`config.mk`:
```
export PLATFORM = sky130hd
export DESIGN_NAME = crosshair_overlay
export DESIGN_NICKNAME = d
export VERILOG_FILES = /design/src/crosshair_pkg.sv /design/src/crosshair_draw.sv /design/src/crosshair_overlay.sv /design/src/video_counter.sv /design/src/video_mixer.sv
export SDC_FILE = /design/constraint.sdc
export NUM_CORES = 1
export LEC_CHECK = 0
export ABC_AREA = 0
export BUFFER_PORTS_ARGS = -buffer_cell sky130_fd_sc_hd__buf_2
export CAP_MARGIN = 40
export CORE_UTILIZATION = 50
export CTS_CLUSTER_DIAMETER = 150
export DETAILED_ROUTE_END_ITERATION = 6
export GPL_ROUTABILITY_DRIVEN = 0
export HOLD_SLACK_MARGIN = 0.08
export PLACE_DENSITY = 0.74
export SLEW_MARGIN = 20
export SYNTH_ARGS = -nofsm -noshare
export SYNTH_HDL_FRONTEND = slang
export SYNTH_SLANG_ARGS = --single-unit
```
`constraint.sdc`:
```
create_clock -name clk -period 3.6 [get_ports clk]
set_input_delay 0.72 -clock clk [delete_from_list [all_inputs] [get_ports clk]]
set_output_delay 0.72 -clock clk [all_outputs]
set_load 0.005 [all_outputs]
```
`src/crosshair_pkg.sv`:
```
// Shared types and constants for the light-gun crosshair overlay.
// Screen coordinates are limited to 9 bits, so rasters up to 512 wide.
// Crosshair colours are 3-bit selectors, one bit per channel, in r,g,b order.

package crosshair_pkg;

    // width of one screen coordinate.
    localparam int pos_w = 9;

    // sync and blanking levels of one pixel.
    // lhbl and lvbl are high in the active area.
    typedef struct packed {
        logic hs;
        logic vs;
        logic lhbl;
        logic lvbl;
    } video_sync_t;

    // gun aim point in active-pixel coordinates.
    typedef struct packed {
        logic [pos_w-1:0] x;
        logic [pos_w-1:0] y;
    } gun_pos_t;

    // result of one crosshair detector for the current pixel.
    // at most one of the two bits is set.
    typedef struct packed {
        logic arm;
        logic centre;
    } cross_hit_t;

    // colour selectors, bit 2 red, bit 1 green, bit 0 blue.
    // each set bit becomes a full channel of ones in the mixer.
    localparam logic [2:0] cross_red_1p       = 3'b100;
    localparam logic [2:0] cross_blue_2p      = 3'b001;
    localparam logic [2:0] cross_white_centre = 3'b111;

endpackage

```
`src/crosshair_draw.sv`:
```
// Plus-shaped crosshair detector for one gun.
// Arms reach arm_len pixels from the centre and clip at the screen edge.
// Result is registered on pxl_cen, one enable after the counts.

`timescale 1ns/10ps

module crosshair_draw #(
    parameter int arm_len = 4
) (
    input  logic                            clk,
    input  logic                            rst_n,
    input  logic                            pxl_cen,
    input  logic [crosshair_pkg::pos_w-1:0] hcnt,
    input  logic [crosshair_pkg::pos_w-1:0] vcnt,
    input  crosshair_pkg::gun_pos_t         pos,
    output crosshair_pkg::cross_hit_t       hit
);

    localparam int pos_w = crosshair_pkg::pos_w;
    // arm length in coordinate width for the compares.
    localparam logic [pos_w-1:0] arm_lim = pos_w'(arm_len);

    // absolute distance from the aim point.
    logic [pos_w-1:0] dx;
    logic [pos_w-1:0] dy;
    logic             on_centre;
    logic             on_arm;

    always_comb begin
        // magnitude by compare, so no modular wrap at the edges.
        if (hcnt >= pos.x) begin
            dx = hcnt - pos.x;
        end else begin
            dx = pos.x - hcnt;
        end
        if (vcnt >= pos.y) begin
            dy = vcnt - pos.y;
        end else begin
            dy = pos.y - vcnt;
        end
        on_centre = (dx == '0) && (dy == '0);
        // vertical arm, then horizontal arm.
        on_arm = !on_centre &&
                 (((dx == '0) && (dy <= arm_lim)) ||
                  ((dy == '0) && (dx <= arm_lim)));
    end

    // stage 1 register.
    always_ff @(posedge clk or negedge rst_n) begin
        if (!rst_n) begin
            hit <= '0;
        end else if (pxl_cen) begin
            hit.arm    <= on_arm;
            hit.centre <= on_centre;
        end
    end

    // centre pixel is never also painted as arm.
    hit_exclusive: assert property (
        @(posedge clk) disable iff (!rst_n)
        !(hit.arm && hit.centre)
    ) else $error("crosshair arm and centre set together");

endmodule

```
`src/crosshair_overlay.sv`:
```
// Light-gun crosshair overlay between a core's video and the video output.
// Draws one plus per gun at its reported active-area position.
// Colour and sync leave exactly two pixel enables after they arrive.
// No screen flip; gun positions are plain levels sampled on pxl_cen.

`timescale 1ns/10ps

module crosshair_overlay #(
    parameter int colorw  = 4,
    parameter int arm_len = 4
) (
    input  logic                        clk,
    input  logic                        rst_n,
    input  logic                        pxl_cen,
    input  logic                        draw_en,
    input  logic [1:0]                  cross_disable,
    input  crosshair_pkg::video_sync_t  pre_sync,
    input  crosshair_pkg::gun_pos_t     gun_1p,
    input  crosshair_pkg::gun_pos_t     gun_2p,
    input  logic [3*colorw-1:0]         rgb_in,
    output logic [3*colorw-1:0]         rgb_out,
    output crosshair_pkg::video_sync_t  sync_out
);

    // active-pixel position of the pixel on rgb_in.
    logic [crosshair_pkg::pos_w-1:0] hcnt;
    logic [crosshair_pkg::pos_w-1:0] vcnt;
    // stage 1 detector results.
    crosshair_pkg::cross_hit_t       hit_1p;
    crosshair_pkg::cross_hit_t       hit_2p;

    video_counter u_counter (
        .clk     (clk),
        .rst_n   (rst_n),
        .pxl_cen (pxl_cen),
        .lhbl    (pre_sync.lhbl),
        .lvbl    (pre_sync.lvbl),
        .hcnt    (hcnt),
        .vcnt    (vcnt)
    );

    crosshair_draw #(.arm_len(arm_len)) u_draw_1p (
        .clk     (clk),
        .rst_n   (rst_n),
        .pxl_cen (pxl_cen),
        .hcnt    (hcnt),
        .vcnt    (vcnt),
        .pos     (gun_1p),
        .hit     (hit_1p)
    );

    crosshair_draw #(.arm_len(arm_len)) u_draw_2p (
        .clk     (clk),
        .rst_n   (rst_n),
        .pxl_cen (pxl_cen),
        .hcnt    (hcnt),
        .vcnt    (vcnt),
        .pos     (gun_2p),
        .hit     (hit_2p)
    );

    // gun 1 wins over gun 2 where the arms overlap.
    video_mixer #(.colorw(colorw)) u_mixer (
        .clk           (clk),
        .rst_n         (rst_n),
        .pxl_cen       (pxl_cen),
        .draw_en       (draw_en),
        .cross_disable (cross_disable),
        .hit_1p        (hit_1p),
        .hit_2p        (hit_2p),
        .rgb_in        (rgb_in),
        .sync_in       (pre_sync),
        .rgb_out       (rgb_out),
        .sync_out      (sync_out)
    );

endmodule

```
`src/video_counter.sv`:
```
// Active-area position counter, driven by the pre-blanking levels.
// Counts only advance on pxl_cen and describe the pixel present on that enable.
// Assumes lvbl only changes while lhbl is low.

`timescale 1ns/10ps

module video_counter (
    input  logic                            clk,
    input  logic                            rst_n,
    input  logic                            pxl_cen,
    input  logic                            lhbl,
    input  logic                            lvbl,
    output logic [crosshair_pkg::pos_w-1:0] hcnt,
    output logic [crosshair_pkg::pos_w-1:0] vcnt
);

    // blanking levels seen on the previous pixel enable.
    logic lhbl_l;
    logic lvbl_l;
    // falling edges of the active levels.
    logic line_end;
    logic frame_end;

    assign line_end  = lhbl_l && !lhbl;
    assign frame_end = lvbl_l && !lvbl;

    always_ff @(posedge clk or negedge rst_n) begin
        if (!rst_n) begin
            lhbl_l <= 1'b0;
            lvbl_l <= 1'b0;
            hcnt   <= '0;
            vcnt   <= '0;
        end else if (pxl_cen) begin
            lhbl_l <= lhbl;
            lvbl_l <= lvbl;
            // active pixel has now passed.
            if (lhbl) begin
                hcnt <= hcnt + 1'b1;
            end else if (line_end) begin
                hcnt <= '0;
            end
            // lvbl_l holds the level of the last active pixel.
            // so blanking lines never advance the line count.
            if (frame_end) begin
                vcnt <= '0;
            end else if (line_end && lvbl_l) begin
                vcnt <= vcnt + 1'b1;
            end
        end
    end

    // line must end before the horizontal count runs out.
    hcnt_no_wrap: assert property (
        @(posedge clk) disable iff (!rst_n)
        (pxl_cen && lhbl) |-> (hcnt != '1)
    ) else $error("hcnt wrapped inside an active line");

endmodule

```
`src/video_mixer.sv`:
```
// Colour priority and blanking for the crosshair overlay.
// Stage 1 holds the pixel and its controls next to the registered hits.
// Stage 2 registers the final colour and sync, so output latency is two enables.
// rgb is packed red, green, blue with colorw bits per channel.

`timescale 1ns/10ps

module video_mixer #(
    parameter int colorw = 4
) (
    input  logic                        clk,
    input  logic                        rst_n,
    input  logic                        pxl_cen,
    input  logic                        draw_en,
    input  logic [1:0]                  cross_disable,
    input  crosshair_pkg::cross_hit_t   hit_1p,
    input  crosshair_pkg::cross_hit_t   hit_2p,
    input  logic [3*colorw-1:0]         rgb_in,
    input  crosshair_pkg::video_sync_t  sync_in,
    output logic [3*colorw-1:0]         rgb_out,
    output crosshair_pkg::video_sync_t  sync_out
);

    localparam int rgbw = 3 * colorw;

    // stage 1 copies that line up with hit_1p and hit_2p.
    logic [rgbw-1:0]            rgb_d;
    crosshair_pkg::video_sync_t sync_d;
    logic                       draw_en_d;
    logic [1:0]                 disable_d;
    // per-gun enables after the disable bits.
    logic                       show_1p;
    logic                       show_2p;
    logic [rgbw-1:0]            rgb_mix;

    // widen a 3-bit selector to full channels.
    function automatic logic [rgbw-1:0] expand(input logic [2:0] sel);
        expand = {{colorw{sel[2]}}, {colorw{sel[1]}}, {colorw{sel[0]}}};
    endfunction

    // stage 1 pixel colour.
    always_ff @(posedge clk) begin
        if (pxl_cen) begin
            rgb_d <= rgb_in;
        end
    end

    always_ff @(posedge clk or negedge rst_n) begin
        if (!rst_n) begin
            sync_d    <= '0;
            draw_en_d <= 1'b0;
            disable_d <= 2'b11;
        end else if (pxl_cen) begin
            sync_d    <= sync_in;
            draw_en_d <= draw_en;
            disable_d <= cross_disable;
        end
    end

    assign show_1p = !disable_d[0];
    assign show_2p = !disable_d[1];

    always_comb begin
        if (!sync_d.lhbl || !sync_d.lvbl) begin
            rgb_mix = '0;
        end else if (!draw_en_d) begin
            rgb_mix = rgb_d;
        end else if ((show_1p && hit_1p.centre) || (show_2p && hit_2p.centre)) begin
            rgb_mix = expand(crosshair_pkg::cross_white_centre);
        end else if (show_1p && hit_1p.arm) begin
            rgb_mix = expand(crosshair_pkg::cross_red_1p);
        end else if (show_2p && hit_2p.arm) begin
            rgb_mix = expand(crosshair_pkg::cross_blue_2p);
        end else begin
            rgb_mix = rgb_d;
        end
    end

    // stage 2 register.
    always_ff @(posedge clk or negedge rst_n) begin
        if (!rst_n) begin
            rgb_out  <= '0;
            sync_out <= '0;
        end else if (pxl_cen) begin
            rgb_out  <= rgb_mix;
            sync_out <= sync_d;
        end
    end

    // no colour leaks into the blanking.
    blank_is_black: assert property (
        @(posedge clk) disable iff (!rst_n)
        !(sync_out.lhbl && sync_out.lvbl) |-> (rgb_out == '0)
    ) else $error("non-zero colour during blanking");

endmodule
```
== Word level (Yosys, flattened, before mapping) ==
Index checks and enable logic that the tools add are counted.

* Register bits after elaboration: 57
* Input bits: 58
* Logic and storage cells: 84

* Add/sub/neg operators: 10
* Order comparisons: 8
* Muxes and demuxes: 13
* Reductions and logical operators: 35

{| class="wikitable"
|+ Operator list
! operator !! number
|-
| 9-bit two-way mux || 8
|-
| 9-bit subtractor || 8
|-
| 12-bit two-way mux || 5
|-
| 9-bit >= comparator || 4
|-
| 9-bit by 3-bit <= comparator with 1-bit output, second input constant || 4
|-
| 9-bit logical NOT || 4
|-
| 9-bit by 1-bit adder with 9-bit output, second input constant || 2
|-
| 1-bit logical AND || 15
|-
| 1-bit logical NOT || 8
|-
| 1-bit logical OR || 4
|-
| 2-bit AND reduction || 2
|-
| 2-bit nonzero test || 2
|}

== Longest topological paths before layout ==
* Depth in word-level cells: 7
* Mapped depth: 12
* Depth with buffers taken out: 11

== By module ==
A second synthesis with hierarchy kept.

* Cell total of the unflattened synthesis: 667
* Area, all modules: 5968.2 um2

{| class="wikitable"
|+ Modules (own cells, without submodules)
! module !! instances !! cells an instance !! area an instance (um2) !! sequential area each (um2)
|-
| crosshair_draw || 2 || 231 || 1729.2 || 50.0
|-
| video_mixer || 1 || 105 || 1482.7 || 938.4
|-
| video_counter || 1 || 100 || 1027.2 || 500.5
|}

== Worst setup path after synthesis ==
OpenSTA, ideal clock, no wires.

* Path kind: input to register
* From: input port gun_1p[16] in the netlist's numbering
* To: register u_draw_1p.hit[1] in the netlist's numbering
* Library setup time: 82 ps
* Arrival time: 2831 ps
* Path slack: 687 ps
* Stages on the path: 12
* Cells stage by stage: inv_1 -> ha_1 -> buf_6 -> a21oi_4 -> o211ai_2 -> a21o_1 -> nor3_2 -> mux2_2 -> a21oi_1 -> xor2_1 -> nand4_1 -> o22ai_1

* Cells in the longest elaborated chain, start to end: 6
* Elaborated cells between the ends (all ways): 12
* Those cells by class: add/sub (2); order compare (2); mux (1); reduce/logical (7)

{| class="wikitable"
|+ RTL lines
! item !! line !! source
|-
| from (decl) || crosshair_overlay.sv:18 || <nowiki>input crosshair_pkg::gun_pos_t gun_1p,</nowiki>
|-
| 9-bit subtractor, or another cell as far along || crosshair_draw.sv:34 || <nowiki>dx = pos.x - hcnt;</nowiki>
|-
| 9-bit two-way mux (*) || crosshair_draw.sv:31 || <nowiki>if (hcnt >= pos.x) begin</nowiki>
|-
| 9-bit by 3-bit <= comparator with 1-bit output / 9-bit logical NOT (equally long branches) || crosshair_draw.sv:45, crosshair_draw.sv:41, crosshair_draw.sv:44 ||
|-
| 1-bit logical AND (on tied branches) || crosshair_draw.sv:45, crosshair_draw.sv:41, crosshair_draw.sv:44 ||
|-
| 1-bit logical OR / 1-bit logical NOT (equally long branches) || crosshair_draw.sv:44, crosshair_draw.sv:43 ||
|-
| 1-bit logical AND (*) || crosshair_draw.sv:43 || <nowiki>on_arm = !on_centre &&</nowiki>
|-
| to (decl) || crosshair_draw.sv:16 || <nowiki>output crosshair_pkg::cross_hit_t hit</nowiki>
|}

Every way passes the cells marked *; elsewhere a longest branch is shown, timed or not.
A chain may end at the register's enable or synchronous reset.

== Worst setup path after layout ==
Ends and elaborated chain as after synthesis.

==> run metrics <==
GRT Total Usage=0.240; Final Core Density=0.578; Peak VDD IR=0.249 mV; Yosys warning total=0; ANT cells=0; Die Span X=105 µm; Residual DRC=0; # rows=37; Post-synth EDFFs=12; Max stage delay cell, worst path=ha_1; unrepaired setup endpoints after global routing=false; Hold/Removal Path Class=primary input to asynchronous set/reset pin; mean post-synth cell area=8.58 µm²; hold_buf cts=0; CP Cell Sequence=buf_2, inv_1, ha_1, a21oi_4, o211ai_2, a21o_1, nor3_2, mux2_2, a21oi_1, xor2_1, nand4_1, o22ai_1; Synth cell types=72; min Tclk post-route=3.04 ns; Critical Path RT=3.86 ns; router iterations before antenna repair=5; clk sinks=57; number of max-cap violations=0; Post-DP HPWL=10.3 mm; Buffers on Ports=73; CTS tree=built; Pleak=2.80 nW; mapped cell area=0.00526 mm²; placed insts=810; syn nets=741; count leader, synth=inv_1; crit-path max FO=8; Final ANT Viol Nets=0; die footprint=0.0109 mm²; vias in the first global route=4648; post-CTS setup buffer count=0; Root Driver=clkbuf_8; Crit Path Class=primary input to flop; Vias per Instance=5.76; share of cells above drive strength 1=0.174; post-cts resize count=0; starting density of the core=0.512; Fmax achieved=329 MHz; # setup viols final=0; Synth area leader=dfrtp_1; Seq cells post-synth=57; wire length on met3=689 µm; largest net degree at the start of global routing=29; Finished Layout Cells=826; WP data arrival=3.30 ns; worst-margin pin slew=0.570 ns; startpoint types=primary input; Final Hold Fails=0; status=finished, final reports clean; clock slew at reported path FFs=0.08 ns; CP endpoint kind=flop; fin crit share=0.844; H-tree Lvls=3; CTS buffer count=9; Iter 0 DRT Violations=298; Area contributors post-synth=dfrtp_1 (20%), ha_1 (17%), edfxtp_1 (6.9%); worst clock skew=0.00927 ns; nets=813; final WL=12.8 mm; I/O pins=74; CTS max path bufs=2; Layout area overhead=12.9%; clk_lat worst skew=0.34 ns; ys flop type=dfrtp_1; Die Y-Extent=105 µm; core area=0.0103 mm²; Post-synth ARST share=0.789; Mapped Cells=613; CP peak stage delay=0.42 ns; post-synth top area share=0.205; global-route wire length before repair=21.2 mm; via count=4754; wire per inst=15.5 µm; most frequent cells after synthesis=inv_1 (78), ha_1 (70), nor2_1 (47); pwr dens=401 mW/mm²; initial antenna violation count=0; WL met1=5.72 mm; Setup TNS=0 ns; met2 WL=6.13 mm; Max-slew headroom=0.620; grt total ovfl=0; register area share after synthesis=0.283; Slew Viols, Final=0; highest metal used=met4
==> cells by family (layout without fill, tap and decap cells) <==
family	after synthesis	after routing	synth area share
AOI/OAI and AO/OA	166	166	0.219
xor gates and xnor gates	22	22	0.0367
adders and majority gates	70	70	0.167
buffers and inverters	93	170	0.0695
DFF	57	57	0.283
muxes	25	25	0.0509
and+or+nand+nor	180	180	0.174
==> per-stage QoR <==
stage	cell area (µm²)	hold slack (ns)	power (mW)	setup slack, ns
floorplan	5260	0.424	1.52	0.687
global placement	5740	0.484	1.75	0.337
detailed placement	5740	0.492	1.78	0.255
CTS	5940	0.361	2.38	0.596
global route	5940	0.388	2.53	0.370
finish	5940	0.354	2.38	0.560
==> path summary, 6_finish.rpt <==
kind | startpoint | slack (ns) | end | cells past startpoint
worst min-delay path | rst_n | 0.35 | u_counter.vcnt[5] | 1
min in group clk | u_mixer.sync_d[2] | 0.51 | u_mixer.sync_d[2] | 1
worst max register to register | u_counter.hcnt[7] | 0.62 | u_draw_1p.hit[1] | 10
worst max-delay path | gun_1p[16] | 0.56 | u_draw_1p.hit[1] | 12
worst min register to register | u_mixer.sync_d[2] | 0.51 | u_mixer.sync_d[2] | 1
max in group asynchronous | rst_n | 2.47 | u_mixer.disable_d[0] | 2
==> flip-flops by register name, summed over array words and instances, names as in the netlist <==
register and cells:
u_mixer.rgb_out 12, u_mixer.disable_d 2, u_counter.hcnt 9, u_mixer.sync_out 4, u_draw_1p.hit 2, u_draw_2p.hit 2
u_mixer.draw_en_d 1, u_mixer.rgb_d 12, u_mixer.sync_d 4, u_counter.vcnt 9
==> worst max-delay path: cells and delay by family <==
kind | cells | cell delay, ns
AO/OA/AOI/OAI | 5 | 0.90
AND/OR/NAND/NOR | 2 | 0.55
adder cells (fa/ha/maj) | 1 | 0.42
multiplexers | 1 | 0.38
XOR/XNOR | 1 | 0.19
buffers and inverters | 2 | 0.13
==> report_power, final <==
part | switching (mW) | internal, mW | total, mW
Sequential | 0.0739 | 0.722 | 0.796
Clock | 0.275 | 0.318 | 0.593
Combinational | 0.576 | 0.418 | 0.994
==> cells in the final DEF, fill, tap and decap left out, types with 11 or more instances in the layout <==
| cell type | n |
|---|---|
| a21oi_1 | 34 |
| buf_2 | 73 |
| dfrtp_1 | 43 |
| edfxtp_1 | 12 |
| ha_1 | 70 |
| inv_1 | 78 |
| mux2_2 | 13 |
| mux2i_1 | 11 |
| nand2_1 | 33 |
| nand3_1 | 18 |
| nor2_1 | 47 |
| nor3_1 | 16 |
| o211ai_1 | 14 |
| o21ai_0 | 29 |
| o22ai_1 | 18 |
| xnor2_1 | 13 |
==> area by class of cell <==
cell class | count | area (µm²)
timing repair buffer | 76 | 388
multi-input combinational | 463 | 3400
inverter | 78 | 293
fill | 959 | 4340
sequential | 57 | 1490
tap | 136 | 170
clock buffer | 9 | 124
clock inverter | 7 | 71.3
==> per-layer routing <==
metal | vias to the layer above | track usage
met5 | - | 0
met4 | 0 | 0.0878
met3 | 26 | 0.0349
met2 | 154 | 0.414
met1 | 2237 | 0.302
li1 | 2337 | -
(Power assumes the default switching activity.)
